$ cat src/hw/rs_settings.svh
`ifndef RS_SETTINGS_SVH
`define RS_SETTINGS_SVH

// Physical register file
`define NUM_PR 32
`define TAG_W 5

// Entries per functional unit class
`define NUM_LD 1
`define NUM_ST 1
`define NUM_BR 1
`define NUM_MULT 1
`define NUM_ALU 2

`define NUM_RS (`NUM_LD + `NUM_ST + `NUM_BR + `NUM_MULT + `NUM_ALU)
`define NUM_FU_CLASS 5

// Group layout LD, ST, BR, MULT, ALU from index 0 upward
`define RS_BASE_LD 0
`define RS_BASE_ST (`RS_BASE_LD + `NUM_LD)
`define RS_BASE_BR (`RS_BASE_ST + `NUM_ST)
`define RS_BASE_MULT (`RS_BASE_BR + `NUM_BR)
`define RS_BASE_ALU (`RS_BASE_MULT + `NUM_MULT)

`endif

$ cat src/hw/rs_pkg.sv
`include "rs_settings.svh"

package rs_pkg;

	// Functional unit class, also the index of the issue ports
	typedef enum logic [2:0] {
		FU_ALU  = 3'b000,
		FU_ST   = 3'b001,
		FU_LD   = 3'b010,
		FU_MULT = 3'b011,
		FU_BR   = 3'b100
	} fu_t;

	typedef enum logic [4:0] {
		ALU_ADDQ   = 5'h00,
		ALU_SUBQ   = 5'h01,
		ALU_AND    = 5'h02,
		ALU_BIC    = 5'h03,
		ALU_BIS    = 5'h04,
		ALU_ORNOT  = 5'h05,
		ALU_XOR    = 5'h06,
		ALU_EQV    = 5'h07,
		ALU_SRL    = 5'h08,
		ALU_SLL    = 5'h09,
		ALU_SRA    = 5'h0a,
		ALU_MULQ   = 5'h0b,
		ALU_CMPEQ  = 5'h0c,
		ALU_CMPLT  = 5'h0d,
		ALU_CMPLE  = 5'h0e,
		ALU_CMPULT = 5'h0f,
		ALU_CMPULE = 5'h10
	} alu_func_t;

	typedef logic [`TAG_W-1:0] tag_t;

	// Source operand, tag plus ready flag
	typedef struct packed {
		tag_t idx;
		logic ready;
	} operand_t;

	typedef struct packed {
		logic      busy;
		fu_t       fu;
		alu_func_t func;
		tag_t      dest;
		operand_t  t1;
		operand_t  t2;
	} rs_entry_t;

	//////////////////////////////
	// Group decode per class
	//////////////////////////////

	function automatic int fu_group_base(fu_t fu);
		case (fu)
			FU_LD:   return `RS_BASE_LD;
			FU_ST:   return `RS_BASE_ST;
			FU_BR:   return `RS_BASE_BR;
			FU_MULT: return `RS_BASE_MULT;
			default: return `RS_BASE_ALU;
		endcase
	endfunction

	// Unknown class codes get an empty group
	function automatic int fu_group_size(fu_t fu);
		case (fu)
			FU_LD:   return `NUM_LD;
			FU_ST:   return `NUM_ST;
			FU_BR:   return `NUM_BR;
			FU_MULT: return `NUM_MULT;
			FU_ALU:  return `NUM_ALU;
			default: return 0;
		endcase
	endfunction

endpackage

$ cat src/hw/rs_slot_if.sv
`include "rs_settings.svh"

// Per-slot status and control vectors, one bit per entry
interface rs_slot_if (
	input logic clock,
	input logic rst
);

	// From the slots
	logic [`NUM_RS-1:0] busy;
	logic [`NUM_RS-1:0] ready;

	// Load strobe from the allocator
	logic [`NUM_RS-1:0] write;

	// Free strobe from the issue selector
	logic [`NUM_RS-1:0] clear;

	modport slot (
		output busy,
		output ready,
		input  write,
		input  clear
	);

	modport alloc (
		input  clock,
		input  rst,
		input  busy,
		output write
	);

	modport select (
		input  clock,
		input  rst,
		input  ready,
		output clear
	);

endinterface

$ cat src/hw/rs_entry.sv
`include "rs_settings.svh"

module rs_entry #(
	parameter int IDX = 0
) (
	input  logic                 clock,
	input  logic                 rst,
	input  logic                 en,
	input  rs_pkg::fu_t          in_fu,
	input  rs_pkg::alu_func_t    in_func,
	input  rs_pkg::tag_t         in_dest,
	input  rs_pkg::operand_t     in_t1,
	input  rs_pkg::operand_t     in_t2,
	input  logic                 complete_en,
	input  rs_pkg::tag_t         cdb_tag,
	output rs_pkg::rs_entry_t    entry,
	rs_slot_if.slot              slot
);

	import rs_pkg::*;

	// Occupancy flag
	logic busy_q;

	// Stored instruction
	fu_t       fu_q;
	alu_func_t func_q;
	tag_t      dest_q;
	operand_t  t1_q;
	operand_t  t2_q;

	// Operand snoop on the common data bus
	function automatic operand_t wake(operand_t op);
		operand_t res;
		res = op;
		if (complete_en && (op.idx == cdb_tag))
			res.ready = 1'b1;
		return res;
	endfunction

	//////////////////////////////
	// Occupancy
	//////////////////////////////

	// Issue clear wins over a load
	always_ff @(posedge clock) begin
		if (rst) begin
			busy_q <= 1'b0;
		end else if (en) begin
			if (slot.clear[IDX])
				busy_q <= 1'b0;
			else if (slot.write[IDX])
				busy_q <= 1'b1;
		end
	end

	//////////////////////////////
	// Payload and wakeup
	//////////////////////////////

	always_ff @(posedge clock) begin
		if (en) begin
			if (slot.write[IDX]) begin
				fu_q   <= in_fu;
				func_q <= in_func;
				dest_q <= in_dest;
				// Same-cycle broadcast forwards into the new entry
				t1_q   <= wake(in_t1);
				t2_q   <= wake(in_t2);
			end else if (busy_q) begin
				t1_q <= wake(t1_q);
				t2_q <= wake(t2_q);
			end
		end
	end

	assign entry = '{busy: busy_q, fu: fu_q, func: func_q, dest: dest_q, t1: t1_q, t2: t2_q};

	// Status back to allocator and selector
	assign slot.busy[IDX]  = busy_q;
	assign slot.ready[IDX] = busy_q && t1_q.ready && t2_q.ready;

	// Allocator must only target free slots
	a_no_write_busy: assert property (@(posedge clock) disable iff (rst)
		slot.write[IDX] |-> !busy_q);

endmodule

$ cat src/hw/rs_alloc.sv
`include "rs_settings.svh"

module rs_alloc (
	input  logic        dispatch_en,
	input  logic        en,
	input  rs_pkg::fu_t fu,
	output logic        hazard,
	rs_slot_if.alloc    alloc
);

	import rs_pkg::*;

	// Lowest free slot in the target group
	logic [`NUM_RS-1:0] free_sel;
	logic               free_found;

	//////////////////////////////
	// Free slot search
	//////////////////////////////

	always_comb begin
		int base;
		int size;
		base       = fu_group_base(fu);
		size       = fu_group_size(fu);
		free_sel   = '0;
		free_found = 1'b0;
		for (int i = 0; i < `NUM_RS; i++) begin
			if (!free_found && (i >= base) && (i < base + size) && !alloc.busy[i]) begin
				free_found  = 1'b1;
				free_sel[i] = 1'b1;
			end
		end
	end

	// Full group while dispatching
	assign hazard = dispatch_en && !free_found;

	// Load strobe held off during a stall
	assign alloc.write = (dispatch_en && en && free_found) ? free_sel : '0;

	// At most one slot loads per cycle
	a_write_onehot0: assert property (@(posedge alloc.clock) disable iff (alloc.rst)
		$onehot0(alloc.write));

endmodule

$ cat src/hw/rs_issue_select.sv
`include "rs_settings.svh"

module rs_issue_select (
	input  logic                                       en,
	input  logic [`NUM_FU_CLASS-1:0]                   fu_busy,
	input  rs_pkg::rs_entry_t [`NUM_RS-1:0]            entries,
	output logic [`NUM_FU_CLASS-1:0]                   issue_valid,
	output rs_pkg::tag_t [`NUM_FU_CLASS-1:0]           issue_dest,
	output rs_pkg::tag_t [`NUM_FU_CLASS-1:0]           issue_t1,
	output rs_pkg::tag_t [`NUM_FU_CLASS-1:0]           issue_t2,
	output rs_pkg::alu_func_t [`NUM_FU_CLASS-1:0]      issue_func,
	rs_slot_if.select                                  select
);

	import rs_pkg::*;

	//////////////////////////////
	// Per-class pick
	//////////////////////////////

	// Lowest ready index wins without age ordering
	always_comb begin
		int   base;
		int   size;
		logic found;
		select.clear = '0;
		issue_valid  = '0;
		issue_dest   = '0;
		issue_t1     = '0;
		issue_t2     = '0;
		for (int c = 0; c < `NUM_FU_CLASS; c++) begin
			base          = fu_group_base(fu_t'(c));
			size          = fu_group_size(fu_t'(c));
			found         = 1'b0;
			issue_func[c] = ALU_ADDQ;
			for (int i = 0; i < `NUM_RS; i++) begin
				if (!found && (i >= base) && (i < base + size) && select.ready[i]) begin
					found         = 1'b1;
					issue_dest[c] = entries[i].dest;
					issue_t1[c]   = entries[i].t1.idx;
					issue_t2[c]   = entries[i].t2.idx;
					issue_func[c] = entries[i].func;
					// Unit busy or stall holds the entry in place
					if (en && !fu_busy[c]) begin
						issue_valid[c]  = 1'b1;
						select.clear[i] = 1'b1;
					end
				end
			end
		end
	end

	// Only slots reporting ready may be freed
	a_clear_ready: assert property (@(posedge select.clock) disable iff (select.rst)
		(select.clear & ~select.ready) == '0);

endmodule

$ cat src/hw/rs.sv
`include "rs_settings.svh"

module rs (
	input  logic                                  clock,
	input  logic                                  rst,
	input  logic                                  en,
	input  logic                                  dispatch_en,
	input  rs_pkg::fu_t                           fu,
	input  rs_pkg::alu_func_t                     func,
	input  rs_pkg::tag_t                          dest,
	input  rs_pkg::tag_t                          t1_idx,
	input  logic                                  t1_ready,
	input  rs_pkg::tag_t                          t2_idx,
	input  logic                                  t2_ready,
	input  logic                                  complete_en,
	input  rs_pkg::tag_t                          cdb_tag,
	input  logic [`NUM_FU_CLASS-1:0]              fu_busy,
	output logic                                  hazard,
	output logic [`NUM_FU_CLASS-1:0]              issue_valid,
	output rs_pkg::tag_t [`NUM_FU_CLASS-1:0]      issue_dest,
	output rs_pkg::tag_t [`NUM_FU_CLASS-1:0]      issue_t1,
	output rs_pkg::tag_t [`NUM_FU_CLASS-1:0]      issue_t2,
	output rs_pkg::alu_func_t [`NUM_FU_CLASS-1:0] issue_func
);

	import rs_pkg::*;

	// Dispatch sources as operands
	operand_t t1_op;
	operand_t t2_op;

	// Registered state of every slot
	rs_entry_t [`NUM_RS-1:0] entries;

	assign t1_op = '{idx: t1_idx, ready: t1_ready};
	assign t2_op = '{idx: t2_idx, ready: t2_ready};

	rs_slot_if slots (
		.clock(clock),
		.rst(rst)
	);

	//////////////////////////////
	// Slots
	//////////////////////////////

	for (genvar g = 0; g < `NUM_RS; g++) begin : g_slot
		rs_entry #(
			.IDX(g)
		) u_entry (
			.clock(clock),
			.rst(rst),
			.en(en),
			.in_fu(fu),
			.in_func(func),
			.in_dest(dest),
			.in_t1(t1_op),
			.in_t2(t2_op),
			.complete_en(complete_en),
			.cdb_tag(cdb_tag),
			.entry(entries[g]),
			.slot(slots.slot)
		);
	end

	// Free slot pick and hazard
	rs_alloc u_alloc (
		.dispatch_en(dispatch_en),
		.en(en),
		.fu(fu),
		.hazard(hazard),
		.alloc(slots.alloc)
	);

	// Issue per class
	rs_issue_select u_select (
		.en(en),
		.fu_busy(fu_busy),
		.entries(entries),
		.issue_valid(issue_valid),
		.issue_dest(issue_dest),
		.issue_t1(issue_t1),
		.issue_t2(issue_t2),
		.issue_func(issue_func),
		.select(slots.select)
	);

endmodule

$ cat config.mk
export PLATFORM = sky130hd
export DESIGN_NAME = rs
export DESIGN_NICKNAME = d
export VERILOG_FILES = /design/src/hw/rs_pkg.sv /design/src/hw/rs_slot_if.sv /design/src/hw/rs_entry.sv /design/src/hw/rs_alloc.sv /design/src/hw/rs_issue_select.sv /design/src/hw/rs.sv
export VERILOG_INCLUDE_DIRS = /design/src /design/src/hw
export SDC_FILE = /design/constraint.sdc
export NUM_CORES = 1
export LEC_CHECK = 0
export BUFFER_PORTS_ARGS = -buffer_cell sky130_fd_sc_hd__buf_2
export CORE_MARGIN = 2
export CORE_UTILIZATION = 37
export DETAILED_ROUTE_END_ITERATION = 8
export SYNTH_ARGS = -nofsm -noshare
export SYNTH_HDL_FRONTEND = slang
export SYNTH_SLANG_ARGS = --single-unit
$ cat constraint.sdc
create_clock -name clock -period 4.18 [get_ports clock]
set_input_delay 1.045 -clock clock [delete_from_list [all_inputs] [get_ports clock]]
set_output_delay 1.045 -clock clock [all_outputs]
set_load 0.02 [all_outputs]
# Word-level counts from Yosys, hierarchy flattened
# Cells that the tools add are included.
# W data, S select, Z words.
[totals]
regBits = 138
inputBits = 40
output_inout_bits = 106
word_cells = 295
[op_classes]
add_sub_neg = 1
magnitude_cmp = 12
eq_ne = 18
n_mux = 102
reduce_logical = 120
[ops]
columns = ["cell", "count"]
rows = [
  ["$mux W5", 24],
  ["$mux W6", 13],
  ["$eq A5 B5 Y1", 14],
  ["$lt A3 B32 Y1 const A", 2],
  ["$lt A4 B32 Y1 const A", 2],
  ["$mux W1", 63],
  ["$logic_and A1 B1 Y1", 52],
  ["$reduce_bool A2 Y1", 24],
  ["$reduce_and A3 Y1", 12],
  ["$lt A1 B32 Y1 const A", 1],
  ["$lt A2 B32 Y1 const A", 1],
  ["$reduce_and A2 Y1", 12],
  ["$logic_not A1 Y1", 18],
  ["$pmux W3 S4", 1],
  ["$eq A3 B2 Y1 const B", 2],
  ["$ge A1 B3 Y1 const A", 2],
  ["$ge A2 B3 Y1 const A", 2],
  ["$ge A3 B3 Y1 const A", 2],
  ["$add A3 B2 Y4", 1],
  ["$pmux W2 S2", 1],
  ["$reduce_or A4 Y1", 1],
  ["$eq A3 B1 Y1 const B", 1],
  ["$eq A3 B3 Y1 const B", 1],
  ["$logic_not A3 Y1", 1],
]

# Longest topological paths before layout
# Gate-level depths: netlist (run 1).
[logic_depth]
depth_word = 37
mapped_depth = 12
ltp_nobuf = 10

# Worst setup path after synthesis (run 1)
# No wires, ideal clock.
[synth_timing]
path_type = "input to output"
from = "input port fu[1]"
to = "output port hazard"
arrival_time_ns = 3.321
t_required_ns = 3.135
setup_slack_ns = -0.186
path_stages = 8
path_buffers = 1
cell_sequence = "buf_6 or3b_1 o21ai_0 fa_1 nor2_1 o32ai_1 nand3b_1 a211oi_1"
[synth_via]
elab_chain_cells = 35
elab_cells_between_ends = 51
classes_between = "add/sub (1); order compare (12); eq/ne (4); mux (8); reduce/logical (26)"
[synth_rtl]
columns = ["item", "line", "source"]
rows = [
  ["start, declared", "rs.sv:8", "input rs_pkg::fu_t fu,"],
  ["$eq A3 B2 Y1 (tied with other cells)", "rs_pkg.sv:56, rs_pkg.sv:67", ""],
  ["$reduce_or A4 Y1 (no line)", "-", ""],
  ["$pmux W2 S2", "rs_pkg.sv:67", "case (fu)"],
  ["$add A3 B2 Y4", "rs_alloc.sv:29", "if (!free_found && (i >= base) && (i < base + size) && !alloc.busy[i]) begin"],
  ["$lt A1 B32 Y1", "rs_alloc.sv:29", ""],
  ["$logic_and A1 B1 Y1 (2 in series)", "rs_alloc.sv:29", ""],
  ["$mux W1", "rs_alloc.sv:29", ""],
  ["$logic_not A1 Y1", "rs_alloc.sv:29", ""],
  ["[14 not listed]", "-", ""],
  ["$logic_not A1 Y1", "rs_alloc.sv:29", ""],
  ["$logic_and A1 B1 Y1 (3 in series)", "rs_alloc.sv:29", ""],
  ["$mux W1", "rs_alloc.sv:29", ""],
  ["$logic_not A1 Y1", "rs_alloc.sv:29", ""],
  ["$logic_and A1 B1 Y1 (3 in series)", "rs_alloc.sv:29", ""],
  ["$mux W1 *", "rs_alloc.sv:29", ""],
  ["$logic_not A1 Y1 *", "rs_alloc.sv:37", "assign hazard = dispatch_en && !free_found;"],
  ["$logic_and A1 B1 Y1 *", "rs_alloc.sv:37", ""],
  ["end, declared", "rs.sv:18", "output logic hazard,"],
]
# Every way passes the cells marked *; elsewhere a longest branch is shown, timed or not.

# Worst setup path in the final report (run 1)
# Same ends and word-level chain as after synthesis.

==> results of run 1 <==
==> cell type report <==
cell class | count | area [um2] | share of cell area [%]
well taps | 229 | 287 | 3.39
clock inverters | 14 | 126 | 1.50
clock buffers | 18 | 429 | 5.08
multi-input cells | 350 | 2540 | 30.1
flip-flops and latches | 138 | 4080 | 48.4
inverters | 5 | 18.8 | 0.222
repair buffers | 166 | 952 | 11.3
==> timing repair <==
action | in CTS | in global routing
pin swaps | 2 | 5
setup buffers | 0 | 1
resized for setup | 7 | 7
endpoints found under the setup margin | 1 | 1
==> routing by layer <==
layer  track usage [%]  vias to the layer above  wire length (um)
met4              8.56                        0               554
met1              25.1                     2333              7840
li1                  -                     2191                 -
met2              30.3                      169              8830
met5                 0                        -                 0
met3              3.58                       37               973
==> worst max-delay path, delay by kind of cell <==
kind / cells / cell delay, ps
simple gates: 2 / 590
fa+ha+maj: 1 / 510
compound gates: 3 / 660
buf+inv: 2 / 280
==> power breakdown <==
part / switching, mW / internal, mW
registers: 0.00916 / 1.53
clock network: 0.624 / 0.783
logic: 0.152 / 0.0919
total: 0.785 / 2.41
==> cell usage in the layout (no fill, tap or decap), drive strengths merged, types with 2 or more instances in the layout <==
cell and count:
edfxtp 132, nand3 5, nor3 7, dfxtp 6, xor2 42, nor4 10, a22o 20, o31ai 2
and2 111, and3b 4, o21bai 2, a41o 8, inv 14, a31oi 3, nand2 19, xnor2 30
and3 36, nand4b 2, nand4 4, o21ai 3, clkinv 2, clkinvlp 3, a21oi 3, nor2b 6
clkbuf 18, o21a 3, nor2 12, buf 166
==> sequential cells by signal, indices dropped and copies added, names as in the netlist <==
name and cells:
g_slot.u_entry.func_q 30, g_slot.u_entry.busy_q 6, g_slot.u_entry.entry 72, g_slot.u_entry.dest_q 30
==> worst max-delay path by stage <==
stage                     slack (ps)  cells after the start  endpoint
after floorplan                   20                      8    hazard
after global placement           -30                     10    hazard
after detailed placement        -170                     10    hazard
after CTS                         20                     10    hazard
after global routing              -2                      8    hazard
final                             50                      8    hazard
==> logic make-up after synthesis <==
family	after synthesis
AOI/OAI and AO/OA	52
xor gates and xnor gates	72
adders and majority gates	2
buffers and inverters	41
DFF	138
and+or+nand+nor	224
==> impl_metrics.ini, run 1 <==
[clocking]
root_buffer = clkbuf_16
clkTransAtPathRegs_ps = 60
htreeDepth = 4
cts_max_path_buffers = 2
cts_hold_buffers = 0
cts_made_buffers = 17
cts_tree = built
cts.sinks = 138
clk_latency_ps = 420

[die]
start_util_pct = 37.7
die_h_um = 139
dieArea_um2 = 19400
core_area_um2 = 18000
io_pins = 146
num_rows = 49
dieWidth_um = 139

[layout]
drive_gt1_share_pct = 32.4
nNetsFinal = 720
final.fill_count = 1664
finish.utilization_pct = 47.0
layoutNonFillerInstCount = 920
antenna_cells = 0
area_growth_pct = 24.8
fin_area_um2 = 8440

[setup_path]
end_kind = output port
critPathArrivalTime_ps = 3080
startpoint = fu[1]
reg2regPathDepth = 8
required_ps = 3130
cpMaxStageDelayCell = fa_2
cp_max_fo = 5
startpoint_type = input pin
crit_type = input pin to output port
r2r-end = g_slot[4].u_entry.entry[6]
reg2reg_slack_ps = 2020
max_stage_delay_ps = 510
path_cells = buf_2, or3b_4, o21ai_4, fa_2, nor2b_2, a211o_2, a211oi_4, buf_6
timing.rr.start = g_slot[2].u_entry.busy_q

[timing]
max_freq_mhz = 242
final.setup.tns_ps = 0
hold_viol = 0
finClkSkew_ps = 9.70
holdWs_ps = 541
setup_viol = 0
fin_crit_sh_pct = 98.7
period_needed_ps = 4130
tightest_slew_ps = 992
relSlewSlack_pct = 33.8
setup_ws_ps = 53.5
drv_slew = 0

[route]
vias_per_cell = 5.14
drc = 0
routed_wl_um = 18200
routed-via-count = 4730
postRouteAntennaNets = 0
routedWlPerCell_um = 19.8
drt-pass1-iter-count = 6
first_iter_violations = 338

[power]
peakVddDrop_v = 0.000271
p_total_mw = 3.19
p_per_area_nw_per_um2 = 378
p_leak_nw = 3.67

[synth]
ys_ff_latch = 138
syn_area_um2 = 6770
synth_top_cells_by_area = edfxtp_1, and2_1, xor2_1
synth-adder-area-share_pct = 0.481
syn_inst = 529
synth-main-ff-cell = edfxtp_1
yosysMostFrequentCell = edfxtp_1
synth_top_family_by_area = simple AND/OR/NAND/NOR gates
synth-xor-area-share_pct = 9.32
syn_area_per_cell_um2 = 12.8
ys_warn_count = 0
synth-simple-area-share_pct = 20.6
muxShareOfSynthArea_pct = 0
syn_nets = 571
synth_edf_count = 132
ys_types = 53
synth_compound_area_share_pct = 6.31
synth_common_cells = edfxtp_1, and2_1, xor2_1
synth_async_sr_flop_share_pct = 0
synth_top_cell_by_area = edfxtp_1
seq_area_frac_synth_pct = 60.4
synth_top_area_share_pct = 58.6

[grt]
grt_first_pass_wirelength_um = 27700
antenna_found_initial = 0
overflow = 0
grt.total_usage_pct = 18.9
grt_pass1_vias = 4749
grt_start_max_net_pins = 36

[place]
dp_hpwl_um = 12300
io_buffer_count = 145
place_area_um2 = 7830
pre_cts_slack_ps = -167
routabilityCongestion = 0.823
dp_cells = 887

[hold_path]
min_path_cells = 2
hold_end = g_slot[0].u_entry.busy_q
min_path_type = flip-flop to flip-flop
hold_path.startpoint = g_slot[0].u_entry.busy_q

[run_status]
outcome = finished, final reports clean

[flow_run]
max-cap-violations = 0
No activity file was read; power rests on OpenSTA's default activity.
==> run 2: changes to the inputs <==
Settings changed: CELL_PAD_IN_SITES_DETAIL_PLACEMENT set to 1, CELL_PAD_IN_SITES_GLOBAL_PLACEMENT set to 1, PLACE_DENSITY_LB_ADDON set to 0.1, REMOVE_ABC_BUFFERS set to 1, TNS_END_PERCENT set to 100.
==> run 2 against run 1 <==
Worst setup slack lost 49 ps. Register-to-register slack lost 80 ps. Clock skew shrank 3.7 ps. Global-route usage grew 2.0 points. Routed wire length grew 10%. Final area grew 2.1%. Combinational power grew 6%. Die area is the same. Sequential power is essentially flat. Sequential share of layout area shrank 1.0 points. Critical path type unchanged. Largest cell class unchanged.
==> impl_metrics.ini, run 2 (synthesis results as in run 1) <==
[run_status]
outcome = finished, final reports clean

[layout]
area_growth_pct = 27.5
final.fill_count = 1923
antenna_cells = 0
finish.utilization_pct = 48.0
nNetsFinal = 734
drive_gt1_share_pct = 34.8
final_common_cell = buf_2
final_cell_mix = buf_2, edfxtp_1, and2_1
multiInputGateArea_um2 = 2580
largest_reg_flops = 72
seq_area_um2 = 4080

[setup_path]
end_kind = output port
cpMaxStageDelayCell = fa_2
path_cells = buf_6, buf_6, or3_4, inv_4, fa_2, nand2_2, a21oi_2, o221ai_2, a22oi_2, a211oi_2, buf_4
crit_type = input pin to output port
max_stage_delay_ps = 520
cp_max_fo = 5
required_ps = 3130
crit_top_cell = buf_6
startpoint_type = input pin
critPathArrivalTime_ps = 3130
reg2regPathDepth = 5

[place]
routabilityCongestion = 0.848
io_buffer_count = 145
dp_hpwl_um = 13600
pre_cts_slack_ps = -149

[power]
p_total_mw = 3.36
p_leak_nw = 3.78
p_per_area_nw_per_um2 = 390
peakVddDrop_v = 0.000286

[timing]
final.setup.tns_ps = 0
hold_viol = 0
period_needed_ps = 4180
max_freq_mhz = 239
setup_ws_ps = 4.42
drv_slew = 0
relSlewSlack_pct = 43.4
finClkSkew_ps = 6.02
fin_crit_sh_pct = 99.9
tightest_slew_ps = 849
setup_viol = 0
rsz0062_at_grt = yes

[die]
dieWidth_um = 139
dieArea_um2 = 19400
core_area_um2 = 18000
start_util_pct = 37.7
io_pins = 146
num_rows = 49
die_h_um = 139

[grt]
grt_start_max_net_pins = 33
antenna_found_initial = 0
overflow = 0
grt_pass1_vias = 5060
grt.total_usage_pct = 20.9
grt_first_pass_wirelength_um = 30400

[route]
drc = 0
postRouteAntennaNets = 0
vias_per_cell = 5.11
routed-via-count = 4770
routed_wl_um = 20000
drt-pass1-iter-count = 4
first_iter_violations = 297
routedWlPerCell_um = 21.4

[clocking]
htreeDepth = 4
cts_tree = built
clk_latency_ps = 420
cts_max_path_buffers = 2
clkTransAtPathRegs_ps = 60
root_buffer = clkbuf_16
cts_made_buffers = 17
cts.sinks = 138

[hold_path]
min_path_type = flip-flop to flip-flop
min_path_cells = 2

[flow_run]
max-cap-violations = 0
run 2: cell types whose count changed in the layout (fill, tap and decap cells not counted), sizes merged:
cell,previous run,this run
clkinv,2,7
inv,14,9
buf,166,180
clkbuf,18,17
clkinvlp,3,1
bufinv,0,3
run 2: path summary, 6_finish.rpt:
check / slack (ps) / startpoint / end
worst max-delay path: 4 / fu[0] / hazard
worst min-delay path: 580 / g_slot[3].u_entry.busy_q / g_slot[3].u_entry.busy_q
worst max register to register: 1940 / g_slot[0].u_entry.busy_q / g_slot[2].u_entry.entry[6]
worst min register to register: 580 / g_slot[3].u_entry.busy_q / g_slot[3].u_entry.busy_q
run 2: worst max-delay path, delay by kind of cell:
kind / cells / cell delay [ps]
AOI/OAI and AO/OA: 4 / 570
adders and majority gates: 1 / 520
buffers and inverters: 4 / 470
and+or+nand+nor: 2 / 530
run 2: final cells by class:
| cell class | count | share of cell area [%] |
|---|---|---|
| repair buffers | 180 | 12.0 |
| clock buffers | 17 | 4.93 |
| clock inverters | 15 | 2.19 |
| flip-flops and latches | 138 | 47.4 |
| well taps | 229 | 3.32 |
| inverters | 5 | 0.276 |
| multi-input cells | 350 | 29.9 |
run 2: repair_timing:
action / in CTS / in global routing
hold buffers: 0 / 0
endpoints found under the setup margin: 1 / 1
pin swaps: 3 / 13
setup buffers: 1 / 11
resized for setup: 5 / 25
hold endpoints to repair: 0 / 0
run 2: report_power, final:
| part | total, mW | internal, mW | leakage, nW | switching, mW |
|---|---|---|---|---|
| Sequential | 1.54 | 1.53 | 1.32 | 0.0100 |
| Clock | 1.56 | 0.950 | 0.300 | 0.611 |
| Combinational | 0.258 | 0.100 | 2.15 | 0.158 |
run 2: stage by stage:
step	std cells	hold WS [ps]	instance area [um2]
3_5_place_dp	890	561	7810
6_report	934	576	8620
2_1_floorplan	493	497	6590
3_3_place_gp	890	556	7810
5_1_grt	934	625	8620
4_1_cts	923	575	8440
run 2: layer usage:
metal | up-vias | part of all wire [%] | track usage [%]
li1 | 2226 | - | -
met1 | 2409 | 44 | 27.9
met2 | 118 | 50 | 35.4
met3 | 17 | 4.4 | 4.30
met4 | 0 | 1.0 | 4.57
met5 | - | 0 | 0
==> run 3: changes to the inputs <==
Settings changed: MAX_ROUTING_LAYER set to met4, SKIP_LAST_GASP set to 1.
==> run 3 against run 2 <==
Combinational power hardly changed. Clock-buffer cell count stayed put. Sequential cell count stayed put. Sequential share of layout area hardly changed. Final area hardly changed. Worst setup slack worse by 2.3 ps. Global-route usage is 0.66 points higher. Clock power hardly changed. Power hardly changed. Sequential power hardly changed. Routed wire length is 0.78% higher. Hold slack better by 2.9 ps.
==> impl_metrics.ini, run 3 (synthesis results as in run 1) <==
[timing]
max_freq_mhz = 239
relSlewSlack_pct = 43.9
final.setup.tns_ps = 0
period_needed_ps = 4180
drv_slew = 0
hold_viol = 0
setup_viol = 0
finClkSkew_ps = 4.91
setup_ws_ps = 2.14
tightest_slew_ps = 841
rsz0062_at_grt = yes
fin_crit_sh_pct = 99.9

[die]
dieWidth_um = 139
num_rows = 49
io_pins = 146
dieArea_um2 = 19400
die_h_um = 139
core_area_um2 = 18000
start_util_pct = 37.7

[run_status]
outcome = finished, final reports clean

[layout]
finish.utilization_pct = 48.0
largest_reg_flops = 72
final_cell_mix = buf_2, edfxtp_1, and2_1
final_common_cell = buf_2
area_growth_pct = 27.5
final.fill_count = 1927
layoutNonFillerInstCount = 935
drive_gt1_share_pct = 34.8
nNetsFinal = 734

[setup_path]
reg2reg_slack_ps = 1920
crit_type = input pin to output port
cp_max_fo = 5
required_ps = 3130
reg2regPathDepth = 5
critPathArrivalTime_ps = 3130
startpoint_type = input pin
end_kind = output port

[grt]
antenna_found_initial = 0
grt.total_usage_pct = 21.6
grt_first_pass_wirelength_um = 30400
grt_start_max_net_pins = 33
grt_pass1_vias = 5070
overflow = 0

[power]
peakVddDrop_v = 0.000285
p_leak_nw = 3.78
p_per_area_nw_per_um2 = 390

[route]
routed_wl_um = 20200
drt-pass1-iter-count = 5
postRouteAntennaNets = 0
routed-via-count = 4760
drc = 0
vias_per_cell = 5.09
first_iter_violations = 301
routedWlPerCell_um = 21.6

[flow_run]
max-cap-violations = 0

[place]
dp_cells = 890
pre_cts_slack_ps = -149
dp_hpwl_um = 13600
routabilityCongestion = 0.861
io_buffer_count = 145

[clocking]
cts_made_buffers = 17
root_buffer = clkbuf_16
cts.sinks = 138
cts_max_path_buffers = 2
clkTransAtPathRegs_ps = 60
htreeDepth = 4
clk_latency_ps = 410
cts_tree = built

[hold_path]
min_path_type = flip-flop to flip-flop
min_path_cells = 2
run 3: changes by cell type in the layout (fill, tap and decap cells not counted), sizes merged:
cell	previous run	this run
diode	0	1
run 3: routing by layer:
metal  GRT usage, %  wire [um]  up-vias
li1               -          -     2227
met1           28.2       9040     2402
met2           35.5      10200      111
met3           3.92        747       20
met4           4.57        222        0
met5              -          0        -
run 3: metrics by stage:
step | power (mW) | hold WS, ps | cell area, um2
2_1_floorplan | 1.68 | 497 | 6590
3_3_place_gp | 1.79 | 556 | 7810
3_5_place_dp | 1.80 | 561 | 7810
4_1_cts | 3.36 | 575 | 8440
5_1_grt | 3.47 | 625 | 8620
6_report | 3.36 | 579 | 8630
run 3: path summary, 6_finish.rpt:
kind	from	to
worst min-delay path	g_slot[3].u_entry.busy_q	g_slot[3].u_entry.busy_q
worst max-delay path	fu[0]	hazard
worst min register to register	g_slot[3].u_entry.busy_q	g_slot[3].u_entry.busy_q
worst max register to register	g_slot[0].u_entry.busy_q	g_slot[2].u_entry.entry[6]
run 3: what timing repair did:
item | in CTS | in global routing
gates resized for setup | 5 | 25
setup buffers | 1 | 11
pin swaps | 3 | 12
hold buffers | 0 | 0
setup endpoints to repair | 1 | 1
run 3: power by group:
part / internal [mW] / switching (mW)
clock network: 0.950 / 0.613
registers: 1.53 / 0.00989
logic: 0.101 / 0.158
run 3: worst max-delay path: stages:
cell and delay [ps]:
buf_6 90, buf_6 120, or3_4 410, inv_4 70, fa_2 520, nand2_2 120
a21oi_2 60, o221ai_2 160, a22oi_2 110, a211oi_2 240, buf_4 180
run 3: final cells by class:
type	count	area, um2	share of cell area, %
Clock inverter	15	189	2.19
Timing Repair Buffer	180	1030	12.0
Antenna cell	1	2.50	0.0290
Clock buffer	17	425	4.93
Tap cell	229	287	3.32
Multi-Input combinational cell	350	2580	29.9
Sequential cell	138	4080	47.3
Inverter	5	23.8	0.276
